### config.mk
export PLATFORM = sky130hd
export DESIGN_NAME = pcs_rx_top
export DESIGN_NICKNAME = d
export VERILOG_FILES = /design/src/rtl/pcs_code_pkg.sv /design/src/rtl/pcs_rx_pkg.sv /design/src/rtl/code_group_if.sv /design/src/rtl/pcs_sync_detect.sv /design/src/rtl/code_group_classifier.sv /design/src/rtl/pcs_rx_fsm.sv /design/src/rtl/pcs_rx_top.sv
export VERILOG_INCLUDE_DIRS = /design/src /design/src/rtl
export SDC_FILE = /design/constraint.sdc
export NUM_CORES = 1
export LEC_CHECK = 0
export ABC_CLOCK_PERIOD_IN_PS = 4200
export BUFFER_PORTS_ARGS = -buffer_cell sky130_fd_sc_hd__clkbuf_2
export CORE_MARGIN = 2
export CORE_UTILIZATION = 30
export DETAILED_ROUTE_END_ITERATION = 8
export SYNTH_ARGS = -nofsm -noshare
export SYNTH_HDL_FRONTEND = slang
export SYNTH_HIERARCHICAL = 1
export SYNTH_SLANG_ARGS = --single-unit
export TNS_END_PERCENT = 5
### constraint.sdc
create_clock -name clk -period 4.2 [get_ports clk]
set_input_delay 0.42 -clock clk [delete_from_list [all_inputs] [get_ports clk]]
set_output_delay 0.42 -clock clk [all_outputs]
set_load 0.02 [all_outputs]
### src/rtl/pcs_rx_consts.svh
/*
 * 1000BASE-X receive PCS constants
 * Special code-group byte values and synchronization thresholds
 */
`ifndef PCS_RX_CONSTS_SVH
`define PCS_RX_CONSTS_SVH

// ----------------------------------------
// Control code groups (K flag set)
// ----------------------------------------
`define PCS_K28_5 8'hBC
`define PCS_K27_7 8'hFB
`define PCS_K29_7 8'hFD
`define PCS_K23_7 8'hF7

// Second byte of /I1/ and /I2/
`define PCS_D5_6  8'hC5
`define PCS_D16_2 8'h50
// Second byte of /C1/ and /C2/
`define PCS_D21_5 8'hB5
`define PCS_D2_2  8'h42

// Even-aligned commas needed to declare sync
`define PCS_SYNC_ACQ_COMMAS 3
// Consecutive invalid groups that drop sync
`define PCS_SYNC_LOSS_ERRS  4

`endif

### src/rtl/pcs_code_pkg.sv
/*
 * Code-group classification types
 * Kinds that the classifier assigns to each decoded code group
 */
`default_nettype none

package pcs_code_pkg;

  // ----------------------------------------
  // Code-group kind
  // ----------------------------------------
  typedef enum logic [2:0] {
    // Plain data byte
    CG_DATA    = 3'd0,
    // K28.5 comma
    CG_COMMA   = 3'd1,
    // Start of packet, K27.7
    CG_SPD     = 3'd2,
    // End of packet, K29.7
    CG_EPD     = 3'd3,
    // Carrier extend, K23.7
    CG_EXTEND  = 3'd4,
    // Any other control group
    CG_OTHER_K = 3'd5,
    // Code or running disparity error
    CG_ERR     = 3'd6
  } cg_kind_t;

endpackage

`default_nettype wire

### src/rtl/pcs_rx_pkg.sv
/*
 * Receive PCS state types
 * Receive state machine and code-group synchronizer states
 */
`default_nettype none

package pcs_rx_pkg;

  // Receive state machine
  typedef enum logic [2:0] {
    RX_NOFRAME = 3'd0,
    RX_COMMA   = 3'd1,
    RX_CR3     = 3'd2,
    RX_CR4     = 3'd3,
    RX_PAYLOAD = 3'd4,
    RX_EXTEND  = 3'd5
  } rx_state_t;

  // Code-group synchronizer
  typedef enum logic [1:0] {
    SYNC_LOST = 2'd0,
    SYNC_ACQ  = 2'd1,
    SYNC_OK   = 2'd2
  } sync_state_t;

endpackage

`default_nettype wire

### src/rtl/code_group_if.sv
/*
 * Classified code group
 * One group per clock from the classifier to the receive FSM
 */
`default_nettype none

interface code_group_if
  import pcs_code_pkg::*;
();

  // Decoded byte
  logic [7:0] data;
  // Kind derived from byte, K flag and errors
  cg_kind_t   kind;
  // Group sits on an even alignment
  logic       even;
  // D5.6 or D16.2 received as data
  logic       is_idle;
  // D21.5 or D2.2 received as data
  logic       is_cfg;

  // Classifier side
  modport producer (output data, kind, even, is_idle, is_cfg);

  // Receive FSM side
  modport consumer (input data, kind, even, is_idle, is_cfg);

endinterface

`default_nettype wire

### src/rtl/pcs_sync_detect.sv
/*
 * Code-group synchronization detector
 * Acquires sync on even-aligned commas, drops it on repeated errors,
 * and tracks even/odd alignment of the incoming groups
 */
`default_nettype none
`include "pcs_rx_consts.svh"

module pcs_sync_detect import pcs_rx_pkg::*; (
  input  wire       clk,
  input  wire       rst,
  input  wire       en_i,
  input  wire       los_i,
  input  wire       k_i,
  input  wire       err_i,
  input  wire [7:0] data_i,
  output logic      synced_o,
  output logic      even_o
);

  localparam int ACQ_W  = $clog2(`PCS_SYNC_ACQ_COMMAS + 1);
  localparam int LOSS_W = $clog2(`PCS_SYNC_LOSS_ERRS + 1);
  // Count values at which the next event completes the threshold
  localparam logic [ACQ_W-1:0]  ACQ_LAST  = ACQ_W'(`PCS_SYNC_ACQ_COMMAS - 1);
  localparam logic [LOSS_W-1:0] LOSS_LAST = LOSS_W'(`PCS_SYNC_LOSS_ERRS - 1);

  sync_state_t       state_q;
  logic [ACQ_W-1:0]  comma_cnt_q;
  logic [LOSS_W-1:0] err_cnt_q;
  logic              even_q;
  logic              is_comma;
  logic              invalid;

  assign is_comma = k_i && !err_i && (data_i == `PCS_K28_5);

  // Alignment of the group now at the input
  // A comma while unsynced realigns to even
  assign even_o  = (state_q == SYNC_LOST && is_comma) ? 1'b1 : ~even_q;
  // Odd comma counts as invalid
  assign invalid = err_i || (is_comma && !even_o);

  assign synced_o = (state_q == SYNC_OK);

  always_ff @(posedge clk) begin
    if (rst) begin
      state_q     <= SYNC_LOST;
      comma_cnt_q <= '0;
      err_cnt_q   <= '0;
      even_q      <= 1'b0;
    end else begin
      even_q <= even_o;
      if (!en_i || los_i) begin
        state_q     <= SYNC_LOST;
        comma_cnt_q <= '0;
        err_cnt_q   <= '0;
      end else begin
        case (state_q)
          SYNC_LOST: begin
            // First comma starts acquisition
            if (is_comma) begin
              state_q     <= SYNC_ACQ;
              comma_cnt_q <= ACQ_W'(1);
            end
          end
          SYNC_ACQ: begin
            if (invalid) begin
              state_q     <= SYNC_LOST;
              comma_cnt_q <= '0;
            end else if (is_comma) begin
              if (comma_cnt_q == ACQ_LAST) begin
                state_q   <= SYNC_OK;
                err_cnt_q <= '0;
              end else begin
                comma_cnt_q <= comma_cnt_q + ACQ_W'(1);
              end
            end
          end
          SYNC_OK: begin
            // Only consecutive invalid groups count
            if (!invalid) begin
              err_cnt_q <= '0;
            end else if (err_cnt_q == LOSS_LAST) begin
              state_q     <= SYNC_LOST;
              comma_cnt_q <= '0;
              err_cnt_q   <= '0;
            end else begin
              err_cnt_q <= err_cnt_q + LOSS_W'(1);
            end
          end
          default: state_q <= SYNC_LOST;
        endcase
      end
    end
  end

  // Sync may only be declared while the PCS is enabled
  a_sync_needs_en: assert property (@(posedge clk) disable iff (rst)
    $rose(synced_o) |-> $past(en_i));

endmodule

`default_nettype wire

### src/rtl/code_group_classifier.sv
/*
 * Code-group classifier
 * Registers each decoded group and tags it with kind and alignment
 */
`default_nettype none
`include "pcs_rx_consts.svh"

module code_group_classifier import pcs_code_pkg::*; (
  input  wire            clk,
  input  wire            rst,
  input  wire [7:0]      data_i,
  input  wire            k_i,
  input  wire            err_code_i,
  input  wire            err_rdisp_i,
  input  wire            even_i,
  code_group_if.producer cg
);

  cg_kind_t kind_d;
  logic     is_data;

  // Any decode error overrides the byte value
  always_comb begin
    if (err_code_i || err_rdisp_i) begin
      kind_d = CG_ERR;
    end else if (!k_i) begin
      kind_d = CG_DATA;
    end else begin
      case (data_i)
        `PCS_K28_5: kind_d = CG_COMMA;
        `PCS_K27_7: kind_d = CG_SPD;
        `PCS_K29_7: kind_d = CG_EPD;
        `PCS_K23_7: kind_d = CG_EXTEND;
        default:    kind_d = CG_OTHER_K;
      endcase
    end
  end

  assign is_data = (kind_d == CG_DATA);

  // Byte and alignment pass straight through the register
  always_ff @(posedge clk) begin
    cg.data <= data_i;
    cg.even <= even_i;
  end

  always_ff @(posedge clk) begin
    if (rst) begin
      cg.kind    <= CG_ERR;
      cg.is_idle <= 1'b0;
      cg.is_cfg  <= 1'b0;
    end else begin
      cg.kind    <= kind_d;
      cg.is_idle <= is_data && (data_i == `PCS_D5_6 || data_i == `PCS_D16_2);
      cg.is_cfg  <= is_data && (data_i == `PCS_D21_5 || data_i == `PCS_D2_2);
    end
  end

  // A decode error on the input leaves an error group with no idle or config tag
  a_err_not_tagged: assert property (@(posedge clk) disable iff (rst)
    (err_code_i || err_rdisp_i) |=> (cg.kind == CG_ERR) && !(cg.is_idle || cg.is_cfg));

endmodule

`default_nettype wire

### src/rtl/pcs_rx_fsm.sv
/*
 * Receive PCS state machine
 * Strips delimiters and carrier extend, drives the GMII byte stream
 * and captures autonegotiation config words from /C/ ordered sets
 */
`default_nettype none

module pcs_rx_fsm import pcs_code_pkg::*, pcs_rx_pkg::*; (
  input  wire            clk,
  input  wire            rst,
  input  wire            en_i,
  input  wire            synced_i,
  code_group_if.consumer cg,
  input  wire            lacr_en_i,
  output logic [7:0]     gmii_data_o,
  output logic           gmii_dv_o,
  output logic           gmii_err_o,
  output logic [15:0]    lacr_val_o,
  output logic           lacr_stb_o
);

  rx_state_t   state_q;
  // One-cycle results of the current group
  logic        fwd_vld_q;
  logic        abort_q;
  logic        cfg_stb_q;
  logic [7:0]  fwd_data_q;
  logic [7:0]  cfg_lo_q;
  logic [15:0] cfg_val_q;

  // ----------------------------------------
  // Payload and config byte capture
  // ----------------------------------------
  always_ff @(posedge clk) begin
    fwd_data_q <= cg.data;
    // Low byte arrives on the even group, high byte on the odd one
    if (state_q == RX_CR3) cfg_lo_q <= cg.data;
    if (state_q == RX_CR4) cfg_val_q <= {cg.data, cfg_lo_q};
  end

  // ----------------------------------------
  // Main receive FSM
  // ----------------------------------------
  always_ff @(posedge clk) begin
    if (rst) begin
      state_q   <= RX_NOFRAME;
      fwd_vld_q <= 1'b0;
      abort_q   <= 1'b0;
      cfg_stb_q <= 1'b0;
    end else begin
      fwd_vld_q <= 1'b0;
      abort_q   <= 1'b0;
      cfg_stb_q <= 1'b0;
      if (!en_i) begin
        state_q <= RX_NOFRAME;
      end else begin
        case (state_q)
          RX_NOFRAME: begin
            // Nothing leaves idle until sync is held
            if (synced_i && cg.kind == CG_COMMA) begin
              state_q <= RX_COMMA;
            end else if (synced_i && cg.kind == CG_SPD && cg.even) begin
              state_q <= RX_PAYLOAD;
            end
          end
          RX_COMMA: begin
            // Second group of /I/ or /C/ must be odd data
            if (cg.kind != CG_DATA || cg.even) begin
              state_q <= RX_NOFRAME;
            end else if (cg.is_cfg) begin
              state_q <= RX_CR3;
            end else if (cg.is_idle) begin
              state_q <= RX_NOFRAME;
            end
          end
          RX_CR3: begin
            // Bad group here drops the whole ordered set
            if (cg.kind == CG_DATA && cg.even) state_q <= RX_CR4;
            else state_q <= RX_NOFRAME;
          end
          RX_CR4: begin
            if (cg.kind == CG_DATA && !cg.even) cfg_stb_q <= lacr_en_i;
            state_q <= RX_NOFRAME;
          end
          RX_PAYLOAD: begin
            if (cg.kind == CG_ERR || !synced_i) begin
              state_q <= RX_NOFRAME;
              abort_q <= 1'b1;
            end else if (cg.kind == CG_DATA) begin
              fwd_vld_q <= 1'b1;
            end else if (cg.kind == CG_EPD) begin
              state_q <= RX_EXTEND;
            end else begin
              // Premature end on any other K group
              abort_q <= 1'b1;
              state_q <= (cg.kind == CG_COMMA) ? RX_COMMA : RX_NOFRAME;
            end
          end
          RX_EXTEND: begin
            if (cg.kind == CG_COMMA) begin
              state_q <= RX_COMMA;
            end else if (cg.kind != CG_EXTEND) begin
              abort_q <= 1'b1;
              state_q <= RX_NOFRAME;
            end
          end
          default: state_q <= RX_NOFRAME;
        endcase
      end
    end
  end

  // ----------------------------------------
  // Output stage
  // ----------------------------------------
  always_ff @(posedge clk) begin
    gmii_data_o <= fwd_data_q;
  end

  always_ff @(posedge clk) begin
    if (rst) begin
      gmii_dv_o  <= 1'b0;
      gmii_err_o <= 1'b0;
      lacr_stb_o <= 1'b0;
      lacr_val_o <= '0;
    end else begin
      gmii_dv_o  <= fwd_vld_q;
      gmii_err_o <= abort_q;
      lacr_stb_o <= cfg_stb_q;
      // Value holds unless a new word is strobed
      if (cfg_stb_q) lacr_val_o <= cfg_val_q;
    end
  end

  // Frame abort and config strobe come from disjoint states
  a_err_stb_excl: assert property (@(posedge clk) disable iff (rst)
    !(gmii_err_o && lacr_stb_o));

endmodule

`default_nettype wire

### src/rtl/pcs_rx_top.sv
/*
 * 1000BASE-X receive PCS top level
 * Synchronizer, classifier and receive FSM behind plain ports
 */
`default_nettype none

module pcs_rx_top (
  input  wire        clk,
  input  wire        rst,
  // Decoded code groups from the 8b/10b decoder
  input  wire [7:0]  dec_data_i,
  input  wire        dec_is_k_i,
  input  wire        dec_err_code_i,
  input  wire        dec_err_rdisp_i,
  input  wire        dec_err_los_i,
  // Control
  input  wire        pcs_en_i,
  input  wire        lacr_en_i,
  // GMII side
  output logic [7:0] gmii_data_o,
  output logic       gmii_dv_o,
  output logic       gmii_err_o,
  output wire        rcr_los_o,
  output logic [15:0] lacr_val_o,
  output logic       lacr_stb_o
);

  logic synced;
  logic even;
  logic dec_err;

  code_group_if cg_if ();

  // Either decode error spoils the group for sync
  assign dec_err   = dec_err_code_i | dec_err_rdisp_i;
  assign rcr_los_o = dec_err_los_i;

  pcs_sync_detect u_sync (
    .clk(clk), .rst(rst), .en_i(pcs_en_i), .los_i(dec_err_los_i), .k_i(dec_is_k_i),
    .err_i(dec_err), .data_i(dec_data_i), .synced_o(synced), .even_o(even));

  code_group_classifier u_classify (
    .clk(clk), .rst(rst), .data_i(dec_data_i), .k_i(dec_is_k_i),
    .err_code_i(dec_err_code_i), .err_rdisp_i(dec_err_rdisp_i), .even_i(even),
    .cg(cg_if.producer));

  pcs_rx_fsm u_fsm (
    .clk(clk), .rst(rst), .en_i(pcs_en_i), .synced_i(synced), .cg(cg_if.consumer),
    .lacr_en_i(lacr_en_i), .gmii_data_o(gmii_data_o), .gmii_dv_o(gmii_dv_o),
    .gmii_err_o(gmii_err_o), .lacr_val_o(lacr_val_o), .lacr_stb_o(lacr_stb_o));

endmodule

`default_nettype wire

==> run summary, run 1 <==
• **max-slew violations** 0
• **std cell rows** 37
• **Initial Utilization** 31.1%
• **DPL Wire Length** 4.16 mm
• **Yosys reg bits** 87
• **Slowest Stage Delay on Critical Path** 0.48 ns
• **power share of the sequential group** 61.2%
• **most used standard cell by instance count after synthesis** sky130_fd_sc_hd__dfxtp_1
• **netlist area before placement** 3230 µm²
• **clock period minus final worst setup slack** 2.00 ns
• **CTS resizes** 0
• **Die Y** 108 µm
• **antenna violations before repair** 0
• **signal arrival time at the worst endpoint** 2.27 ns
• **first-pass GRT wire length** 9.67 mm
• **standby leakage power** 1.33 nW
• **clk sinks** 87
• **slew at the pin with the worst max-slew slack** 0.962 ns
• **buffers inserted by post-CTS timing repair** 0
• **maximum frequency from static timing analysis** 499 MHz
• **proportion of synthesized chip area in sequential cells** 61.3%
• **switching power as a share of total power** 22.9%
• **outcome** finished clean
• **remaining max-slew budget at the tightest pin** 35.8%
• **final hold violation count** 0
• **number of nets produced by synthesis** 282
• **IR Drop Worst-Case VDD** 0.000132 V
• **Layout Skew** 0.0123 ns
• **count of final setup violators** 0
• **startpoint class of the critical path** register
• **# Max-Cap Violations** 0
• **clock network fraction of design power** 35.4%
• **Worst Setup End Kind** register
• **Nets** 326
• **gp weighted congestion** 0.827
• **number of cells produced by synthesis** 260
• **Yosys warnings** 6
• **core box area** 10400 µm²
• **combinational cell fraction of total power** 3.4%
• **Total Negative Setup Slacks** 0 ns
• **clock insertion delay at the later pin of the skew report** 0.35 ns
• **power consumption** 1.44 mW
• **unrepaired setup endpoints after global routing** false
• **Async S/R FF share, synth** 0%
• **number of distinct library cells after synthesis** 61
• **dominant cells by area after synthesis** sky130_fd_sc_hd__dfxtp_1 39%, sky130_fd_sc_hd__edfxtp_1 22%, sky130_fd_sc_hd__mux2i_1 5.0%, sky130_fd_sc_hd__nor2_1 2.7%, sky130_fd_sc_hd__ha_1 2.3%
• **Syn-to-layout area delta** 15.3%
• **input/output buffers** 43
• **GR Util All Layers** 10.9%
• **remaining global-route overflow** 0
• **TritonRoute pass-1 iters** 4
• **fillers** 1034
• **Max Root-Sink Buffers** 2
• **Sw Pwr** 0.331 mW
• **post-DR vias/cell** 4.65
• **share of the clock period used by the worst path** 47.7%
• **maximum level of the CTS H-tree** 3
• **top post-synthesis cells by count** 63 x sky130_fd_sc_hd__dfxtp_1, 24 x sky130_fd_sc_hd__edfxtp_1, 23 x sky130_fd_sc_hd__nor2_1
• **DRC violation total after the first TritonRoute iteration** 108
• **number of enable-type register cells in the synthesized netlist** 24
• **vias in the first global route** 1973
• **power density over the cells** 386 nW/µm²
• **remaining antenna violation count** 0
• **slowest stage cell on the critical path** sky130_fd_sc_hd__or4_1
• **Internal Dissipation** 1.11 mW
• **TritonCTS clock tree** yes
• **critical-path maximum fanout** 5
• **maximum number of pins on one net before global-route repair** 26
• **number of top-level design ports** 44
• **number of hold buffers added after CTS** 0
• **Setup Crit Path Kind** reg -> reg
• **DRC errors left** 0
• **number of CTS-inserted buffers** 9
• **worst hold path type** in -> reg
• **share of cells above drive strength 1** 24.9%
• **total die area** 11600 µm²
• **synthesized area per cell** 12.4 µm²
• **mean routed wirelength per cell** 13.1 µm
• **most used flip-flop cell after synthesis** sky130_fd_sc_hd__dfxtp_1
• **horizontal die dimension** 108 µm
• **clock-pin slew on the worst setup and hold paths** 0.09 ns
• **required time at the worst-slack endpoint** 4.47 ns
• **share of the synthesized area in the top cell type** 39.0%
• **# diodes** 0
• **cell type with the highest aggregate area in the netlist** sky130_fd_sc_hd__dfxtp_1
• **cell breakdown of the critical path** inv_1 -> ha_1 -> nand4bb_1 -> or4_1 -> nand3_1 -> nand3_2 -> a221oi_2
• **total wirelength of the detailed-routed design** 5.81 mm
• **via count** 2068
• **CTS Root Cell** sky130_fd_sc_hd__clkbuf_8
[per-layer routing]
metal	global-route usage, %	wire (µm)
met1	14.5	2820
met2	16.2	2570
met3	3.93	351
met5	0	0
met4	4.30	74
[stage by stage]
step                      util, %  setup slack [ns]  cells  cell area [µm²]  hold WS, ns
after floorplan                 -              2.39    260             3230        0.310
after global placement       34.1              2.21    429             3550        0.312
after detailed placement     34.1              2.09    429             3550        0.312
after CTS                    35.8              2.21    445             3730        0.236
after global routing         35.8              2.05    445             3730        0.240
final                        35.8              2.20    445             3730        0.257
[cells in the final DEF (no fill, tap or decap), types with 2 or more instances in the layout]
cell type and n:
sky130_fd_sc_hd__dfxtp_1 63, sky130_fd_sc_hd__clkbuf_2 43, sky130_fd_sc_hd__edfxtp_1 24, sky130_fd_sc_hd__nor2_1 23, sky130_fd_sc_hd__mux2i_1 16, sky130_fd_sc_hd__nand2_1 12
sky130_fd_sc_hd__nor2b_1 10, sky130_fd_sc_hd__clkbuf_8 9, sky130_fd_sc_hd__a21oi_1 8, sky130_fd_sc_hd__ha_1 6, sky130_fd_sc_hd__nor3_1 5, sky130_fd_sc_hd__inv_1 5
sky130_fd_sc_hd__nand3_1 5, sky130_fd_sc_hd__nor3b_1 4, sky130_fd_sc_hd__nand2b_1 4, sky130_fd_sc_hd__nand3b_1 4, sky130_fd_sc_hd__xor2_1 3, sky130_fd_sc_hd__nand4_1 3
sky130_fd_sc_hd__or3_1 3, sky130_fd_sc_hd__a2bb2oi_1 3, sky130_fd_sc_hd__clkinvlp_4 2, sky130_fd_sc_hd__clkinv_4 2, sky130_fd_sc_hd__nor4_1 2, sky130_fd_sc_hd__o21ai_0 2
sky130_fd_sc_hd__o22a_1 2, sky130_fd_sc_hd__nor3_2 2, sky130_fd_sc_hd__nand2b_4 2, sky130_fd_sc_hd__o21ai_1 2, sky130_fd_sc_hd__a31oi_1 2, sky130_fd_sc_hd__or3b_1 2
sky130_fd_sc_hd__and2_1 2
[power groups by stage]
stage | logic (mW) | clock network [mW] | registers (mW)
final | 0.0486 | 0.511 | 0.882
after global routing | 0.0537 | 0.566 | 0.885
after CTS | 0.0492 | 0.533 | 0.883
after detailed placement | 0.0490 | 0 | 0.903
after global placement | 0.0485 | 0 | 0.902
after floorplan | 0.0236 | 0 | 0.903
[sequential cells by signal (all words and copies together) (netlist names), 2 cells and up]
signal	flops
u_fsm/state_q	3
u_fsm/gmii_data_o	8
u_sync/state_q	2
u_fsm/cfg_val_q	16
u_fsm/cfg_lo_q	8
u_fsm/fwd_data_q	8
u_classify/cg.data	8
u_fsm/lacr_val_o	16
u_classify/cg.kind	3
u_sync/err_cnt_q	3
u_sync/comma_cnt_q	2
[critical path: cells and delay by family, from the launching register on]
kind / cells / cell delay (ns)
and+or+nand+nor: 4 / 0.90
DFF: 1 / 0.34
adders and majority gates: 1 / 0.30
buffers and inverters: 1 / 0.10
AOI/OAI and AO/OA: 1 / 0.27
[cell type report]
type / count / area [µm²] / area share [%]
flip-flops and latches: 87 / 1980 / 53.1
clock buffers: 9 / 124 / 3.32
repair buffers: 44 / 223 / 5.97
well taps: 136 / 170 / 4.56
inverters: 5 / 18.8 / 0.503
clock inverters: 7 / 56.3 / 1.51
multi-input cells: 157 / 1160 / 31.0
[path summary, 6_finish.rpt]
check                                                     from                                 end  slack [ns]  cells after the start
worst max-delay path            u_sync/state_q[0]$_SDFFE_PP0P_  u_sync/comma_cnt_q[0]$_SDFFE_PP0P_        2.20                      7
worst min-delay path                             dec_data_i[5]       u_classify/cg.data[5]$_DFF_P_        0.26                      1
worst max register to register  u_sync/state_q[0]$_SDFFE_PP0P_  u_sync/comma_cnt_q[0]$_SDFFE_PP0P_        2.20                      7
worst min register to register     u_fsm/fwd_data_q[4]$_DFF_P_        u_fsm/gmii_data_o[4]$_DFF_P_        0.33                      0
[logic make-up (layout without fill, tap and decap cells)]
group | after synthesis | in the layout | share of synthesized area [%]
adders and majority gates | 6 | 6 | 2.32
and+or+nand+nor | 100 | 100 | 19.8
AOI/OAI and AO/OA | 32 | 32 | 7.85
buffers and inverters | 16 | 65 | 2.98
muxes | 16 | 16 | 4.95
xor gates and xnor gates | 3 | 3 | 0.813
DFF | 87 | 87 | 61.3
Power figures use the tool's default switching activity.
==> inputs of run 2 (changes only) <==
--- a/config.mk
+++ b/config.mk
@@ -6,7 +6,7 @@
 export SDC_FILE = /design/constraint.sdc
 export NUM_CORES = 1
 export LEC_CHECK = 0
-export ABC_CLOCK_PERIOD_IN_PS = 4200
+export ABC_CLOCK_PERIOD_IN_PS = 1960
 export BUFFER_PORTS_ARGS = -buffer_cell sky130_fd_sc_hd__clkbuf_2
 export CORE_MARGIN = 2
 export CORE_UTILIZATION = 30
==> constraint.sdc (replaced) <==
create_clock -name clk -period 1.96 [get_ports clk]
set_input_delay 0.196 -clock clk [delete_from_list [all_inputs] [get_ports clk]]
set_output_delay 0.196 -clock clk [all_outputs]
set_load 0.02 [all_outputs]
==> run 2 against run 1 <==
Die area did not move. Sequential power grew 110%. Critical path type unchanged. Non-clock buffer count grew 8. Largest power group unchanged. Clock skew rose by 0.0013 ns. Power up 120%.
==> run summary, run 2 (synthesized netlist as in run 1, its figures left out) <==
• **Nets** 334, was 326
• **switching power as a share of total power** 22.9%, about the same
• **Sw Pwr** 0.733 mW, was 0.331 mW
• **clock insertion delay at the later pin of the skew report** 0.35 ns, about the same
• **slew at the pin with the worst max-slew slack** 0.503 ns, was 0.962 ns
• **path length in cells of the critical path** 7, unchanged
• **final hold slack** 0.0314 ns, was 0.257 ns
• **remaining global-route overflow** 0, unchanged
• **DRC errors left** 0, unchanged
• **IR Drop Worst-Case VDD** 0.000392 V, was 0.000132 V
• **share of the clock period used by the worst path** 93.1%, was 47.7%
• **TritonRoute pass-1 iters** 4, unchanged
• **Total Negative Setup Slacks** 0 ns, unchanged
• **placed cell count** 436, was 429
• **Max Root-Sink Buffers** 2, unchanged
• **Slowest Stage Delay on Critical Path** 0.43 ns, was 0.48 ns
• **Die Y** 108 µm, unchanged
• **DPL Wire Length** 4.22 mm, was 4.16 mm
• **count of final setup violators** 0, unchanged
• **required time at the worst-slack endpoint** 2.23 ns, was 4.47 ns
• **final hold violation count** 0, unchanged
• **worst hold path type** in -> reg, unchanged
• **# Max-Cap Violations** 0, unchanged
• **Syn-to-layout area delta** 18.1%, was 15.3%
• **outcome** finished clean, unchanged
• **maximum level of the CTS H-tree** 3, unchanged
• **GR Util All Layers** 10.7%, was 10.9%
• **fillers** 1031, was 1034
• **Layout Skew** 0.0136 ns, was 0.0123 ns
• **gp weighted congestion** 0.765, was 0.827
• **antenna violations before repair** 0, unchanged
• **slowest stage cell on the critical path** sky130_fd_sc_hd__or4_4, was sky130_fd_sc_hd__or4_1
• **critical-path maximum fanout** 4, was 5
• **clock period minus final worst setup slack** 1.82 ns, was 2.00 ns
• **post-DR vias/cell** 4.61, was 4.65
• **total wirelength of the detailed-routed design** 5.88 mm, was 5.81 mm
• **Initial Utilization** 31.1%, unchanged
• **final instance count without filler cells** 453, was 445
• **core box area** 10400 µm², unchanged
• **combinational cell fraction of total power** 3.5%, was 3.4%
• **vias in the first global route** 1976, was 1973
• **power share of the sequential group** 59.1%, was 61.2%
• **horizontal die dimension** 108 µm, unchanged
• **standby leakage power** 1.39 nW, was 1.33 nW
• **most common cell after layout, fill and taps aside** sky130_fd_sc_hd__dfxtp_1, unchanged
• **share of cells above drive strength 1** 27.8%, was 24.9%
• **sum of buffers and inverters on the critical path** 1, unchanged
• **via count** 2090, was 2068
• **# diodes** 0, unchanged
• **largest registers ranked by flip-flop count** u_fsm/cfg_val_q: 16 flops, u_fsm/lacr_val_o: 16 flops, unchanged
• **Worst Setup End Kind** register, unchanged
• **Setup Crit Path Kind** reg -> reg, unchanged
• **TritonCTS clock tree** yes, unchanged
• **number of CTS-inserted buffers** 9, unchanged
• **startpoint class of the critical path** register, unchanged
• **power density over the cells** 837 nW/µm², was 386 nW/µm²
• **max-slew violations** 0, unchanged
• **maximum number of pins on one net before global-route repair** 23, was 26
• **Internal Dissipation** 2.47 mW, was 1.11 mW
• **clk sinks** 87, unchanged
• **cell breakdown of the critical path** inv_1 -> ha_1 -> nand4bb_1 -> or4_4 -> nand3_1 -> nand3_2 -> a221oi_2, was inv_1 -> ha_1 -> nand4bb_1 -> or4_1 -> nand3_1 -> nand3_2 -> a221oi_2
• **CTS Root Cell** sky130_fd_sc_hd__clkbuf_8, unchanged
• **DRC violation total after the first TritonRoute iteration** 126, was 108
• **signal arrival time at the worst endpoint** 2.10 ns, was 2.27 ns
• **Core Util, Final** 36.7%, was 35.8%
• **cell depth of the worst min-delay path** 1, unchanged
• **maximum frequency from static timing analysis** 548 MHz, was 499 MHz
• **input/output buffers** 43, unchanged
• **clock network fraction of design power** 37.4%, was 35.4%
• **clock-pin slew on the worst setup and hold paths** 0.09 ns, about the same
• **number of cells traversed by the worst register-to-register path** 7, unchanged
• **mean routed wirelength per cell** 13.0 µm, was 13.1 µm
• **std cell rows** 37, unchanged
• **remaining antenna violation count** 0, unchanged
• **number of hold buffers added after CTS** 0, unchanged
• **remaining max-slew budget at the tightest pin** 66.4%, was 35.8%
• **first-pass GRT wire length** 9.59 mm, was 9.67 mm
• **most frequent cells in the layout** 63 x sky130_fd_sc_hd__dfxtp_1, 43 x sky130_fd_sc_hd__clkbuf_2, 24 x sky130_fd_sc_hd__edfxtp_1, unchanged
• **number of top-level design ports** 44, unchanged
• **CP top delay family** simple AND/OR/NAND/NOR gates, unchanged
• **power consumption** 3.20 mW, was 1.44 mW
• **total die area** 11600 µm², unchanged
## run 2: cell types whose count changed in the layout (fill, tap and decap cells not counted), sizes merged
cell / delta
clkbuf: +1
clkinv: +1
buf: +8
clkinvlp: -2
## run 2: routing by layer
layer,track usage [%],part of all wire (%)
met5,0,0
met4,3.48,1.4
met3,4.00,5.4
met2,15.7,43
met1,14.6,50
## run 2: layout make-up
cell class	count	area, µm²	share of cell area [%]
flip-flops and latches	87	1980	51.9
multi-input cells	157	1170	30.6
repair buffers	52	283	7.40
well taps	136	170	4.45
clock buffers	10	149	3.90
clock inverters	6	50.0	1.31
inverters	5	18.8	0.491
## run 2: final timing paths
path / slack (ns) / startpoint / end
setup / recovery: 0.14 / u_sync/state_q[1]$_SDFFE_PP0P_ / u_sync/comma_cnt_q[0]$_SDFFE_PP0P_
hold / removal: 0.03 / dec_data_i[5] / u_classify/cg.data[5]$_DFF_P_
setup reg to reg: 0.14 / u_sync/state_q[1]$_SDFFE_PP0P_ / u_sync/comma_cnt_q[0]$_SDFFE_PP0P_
hold reg to reg: 0.33 / u_fsm/fwd_data_q[7]$_DFF_P_ / u_fsm/gmii_data_o[7]$_DFF_P_
## run 2: timing repair
action | 4_1_cts | 5_1_grt
setup endpoints to repair | 0 | 2
resized for setup | 0 | 4
setup buffers | 0 | 1
## run 2: power by group through the flow
stage | clock (mW) | sequential (mW) | combinational [mW]
after global placement | 0 | 1.93 | 0.110
final | 1.20 | 1.89 | 0.111
after global routing | 1.30 | 1.90 | 0.121
after CTS | 1.24 | 1.89 | 0.111
after floorplan | 0 | 1.93 | 0.0506
after detailed placement | 0 | 1.93 | 0.111
## run 2: metrics by stage
step           worst slack, ns  area (µm²)
2_1_floorplan            0.178        3230
3_3_place_gp             0.165        3600
3_5_place_dp            0.0803        3600
4_1_cts                 0.0392        3800
5_1_grt                -0.0247        3820
6_report                 0.136        3820
==> inputs of run 3 (changes only) <==
--- a/config.mk
+++ b/config.mk
@@ -11,6 +11,7 @@
 export CORE_MARGIN = 2
 export CORE_UTILIZATION = 30
 export DETAILED_ROUTE_END_ITERATION = 8
+export PLACE_DENSITY = 0.46
 export SYNTH_ARGS = -nofsm -noshare
 export SYNTH_HDL_FRONTEND = slang
 export SYNTH_HIERARCHICAL = 1
==> run 3 against run 2 <==
Register-to-register slack improved by 0.05 ns. Sequential share of layout area down 0.52 points. Via count shrank 1.1%. First-iteration DRC count fell by 32%. Worst hold slack better by 0.0094 ns. Worst setup slack improved by 0.054 ns. Critical path depth unchanged. Final area rose by 1.0%. Routed wire length is 4.8% higher. Clock skew down 0.0024 ns. Cell count rose by 0.88%. Critical path type unchanged.
==> run summary, run 3 (synthesized netlist as in run 1, its figures left out) <==
• **first-pass GRT wire length** 10.0 mm, was 9.59 mm
• **Total Negative Setup Slacks** 0 ns, unchanged
• **placed cell count** 439, was 436
• **cell breakdown of the critical path** inv_1 -> ha_1 -> nand4bb_1 -> or4_4 -> nand3_1 -> nand3_2 -> a221oi_2, unchanged
• **slowest stage cell on the critical path** sky130_fd_sc_hd__or4_4, unchanged
• **final design instance area without fill** 3860 µm², was 3820 µm²
• **power share of the sequential group** 59.7%, was 59.1%
• **unrepaired setup endpoints after global routing** false
• **startpoint class of the critical path** register, unchanged
• **Initial Utilization** 31.1%, unchanged
• **DPL Wire Length** 4.44 mm, was 4.22 mm
• **Core Util, Final** 37.1%, was 36.7%
• **outcome** finished clean, unchanged
• **worst setup slack before clock tree synthesis** 0.0476 ns, was 0.0803 ns
• **most common cell after layout, fill and taps aside** sky130_fd_sc_hd__dfxtp_1, unchanged
• **sum of buffers and inverters on the critical path** 1, unchanged
• **TritonCTS clock tree** yes, unchanged
• **Slowest Stage Delay on Critical Path** 0.44 ns, was 0.43 ns
• **share of cells above drive strength 1** 29.0%, was 27.8%
• **maximum level of the CTS H-tree** 3, unchanged
• **remaining max-slew budget at the tightest pin** 70.0%, was 66.4%
• **clock insertion delay at the later pin of the skew report** 0.35 ns, about the same
• **# diodes** 0, unchanged
• **share of the clock period used by the worst path** 90.3%, was 93.1%
• **mean routed wirelength per cell** 13.5 µm, was 13.0 µm
• **number of CTS-inserted buffers** 9, unchanged
• **vias in the first global route** 1976, unchanged
• **Die Y** 108 µm, unchanged
• **# Max-Cap Violations** 0, unchanged
• **met3 track demand over resource** 2.97%, was 4.00%
• **placement-stage cell area** 3640 µm², was 3600 µm²
• **largest registers ranked by flip-flop count** u_fsm/cfg_val_q: 16 flops, u_fsm/lacr_val_o: 16 flops, unchanged
• **TritonRoute pass-1 iters** 4, unchanged
• **final instance count without filler cells** 457, was 453
• **worst hold path type** in -> reg, unchanged
• **critical-path maximum fanout** 4, unchanged
• **input/output buffers** 43, unchanged
• **Sw Pwr** 0.766 mW, was 0.733 mW
• **DRC violation total after the first TritonRoute iteration** 86, was 126
• **core box area** 10400 µm², unchanged
• **required time at the worst-slack endpoint** 2.23 ns, about the same
• **Worst Setup End Kind** register, unchanged
• **clk sinks** 87, unchanged
• **maximum frequency from static timing analysis** 565 MHz, was 548 MHz
• **Setup Crit Path Kind** reg -> reg, unchanged
• **IR Drop Worst-Case VDD** 0.000297 V, was 0.000392 V
• **number of top-level design ports** 44, unchanged
• **most frequent cells in the layout** 63 x sky130_fd_sc_hd__dfxtp_1, 43 x sky130_fd_sc_hd__clkbuf_2, 24 x sky130_fd_sc_hd__edfxtp_1, unchanged
• **power density over the cells** 821 nW/µm², was 837 nW/µm²
• **CP top delay family** simple AND/OR/NAND/NOR gates, unchanged
• **met2 usage** 16.1%, was 15.7%
• **remaining antenna violation count** 0, unchanged
• **Most Crowded Layer GR** met1, was met2
• **signal arrival time at the worst endpoint** 2.04 ns, was 2.10 ns
• **DRC errors left** 0, unchanged
• **Nets** 338, was 334
• **final hold violation count** 0, unchanged
• **Syn-to-layout area delta** 19.3%, was 18.1%
• **clock network fraction of design power** 36.7%, was 37.4%
• **GR Util All Layers** 11.4%, was 10.7%
• **antenna violations before repair** 0, unchanged
• **gp weighted congestion** 0.772, was 0.765
• **Max Root-Sink Buffers** 2, unchanged
• **max-slew violations** 0, unchanged
• **total wirelength of the detailed-routed design** 6.16 mm, was 5.88 mm
• **horizontal die dimension** 108 µm, unchanged
• **standby leakage power** 1.40 nW, was 1.39 nW
• **std cell rows** 37, unchanged
• **CTS Root Cell** sky130_fd_sc_hd__clkbuf_8, unchanged
• **post-DR vias/cell** 4.52, was 4.61
• **slew at the pin with the worst max-slew slack** 0.448 ns, was 0.503 ns
• **combinational cell fraction of total power** 3.6%, was 3.5%
• **count of final setup violators** 0, unchanged
• **clock period minus final worst setup slack** 1.77 ns, was 1.82 ns
• **total die area** 11600 µm², unchanged
• **via count** 2066, was 2090
• **Layout Skew** 0.0112 ns, was 0.0136 ns
• **maximum number of pins on one net before global-route repair** 21, was 23
• **min setup slack post-route** 0.189 ns, was 0.136 ns
• **remaining global-route overflow** 0, unchanged
• **met1 Resource Use GR** 16.3%, was 14.6%
• **Internal Dissipation** 2.40 mW, was 2.47 mW
• **clock-pin slew on the worst setup and hold paths** 0.09 ns, about the same
• **switching power as a share of total power** 24.2%, was 22.9%
==> run 3: cell type report <==
cell class | instances | area [µm²]
clock buffer | 9 | 124
tap | 136 | 170
sequential | 87 | 1980
multi-input combinational | 157 | 1170
timing repair buffer | 56 | 328
fill | 1059 | 6560
clock inverter | 7 | 66.3
inverter | 5 | 18.8
==> run 3: through the flow <==
step           power (mW)  hold WS (ns)
2_1_floorplan        1.98         0.224
4_1_cts              3.22        0.0264
3_3_place_gp         2.05         0.311
3_5_place_dp         2.05         0.313
6_report             3.17        0.0408
5_1_grt              3.31        0.0311
==> run 3: worst paths after layout <==
check	start	end	slack, ns	depth (start not counted)
min reg2reg	u_fsm/fwd_data_q[3]$_DFF_P_	u_fsm/gmii_data_o[3]$_DFF_P_	0.33	0
max	u_sync/state_q[0]$_SDFFE_PP0P_	u_sync/comma_cnt_q[0]$_SDFFE_PP0P_	0.19	7
max reg2reg	u_sync/state_q[0]$_SDFFE_PP0P_	u_sync/comma_cnt_q[0]$_SDFFE_PP0P_	0.19	7
min	dec_data_i[4]	u_classify/cg.data[4]$_DFF_P_	0.04	1
==> run 3: what timing repair did <==
item,in CTS,in global routing
hold endpoints to repair,1,0
setup buffers,0,1
setup endpoints to repair,0,3
hold buffers,1,0
gates resized for setup,0,4
==> run 3: power groups by stage <==
stage / sequential [mW] / combinational, mW / clock [mW]
2_1_floorplan: 1.93 / 0.0506 / 0
4_1_cts: 1.89 / 0.114 / 1.21
3_5_place_dp: 1.94 / 0.112 / 0
6_report: 1.89 / 0.113 / 1.16
5_1_grt: 1.90 / 0.124 / 1.29
3_3_place_gp: 1.93 / 0.113 / 0
==> run 3: routing by layer <==
metal / share of wire (%) / wire (µm) / vias up
li1: - / - / 1048
met1: 52 / 3200 / 976
met2: 43 / 2660 / 35
met3: 3.6 / 224 / 7
met4: 1.3 / 79 / 0
met5: 0 / 0 / -
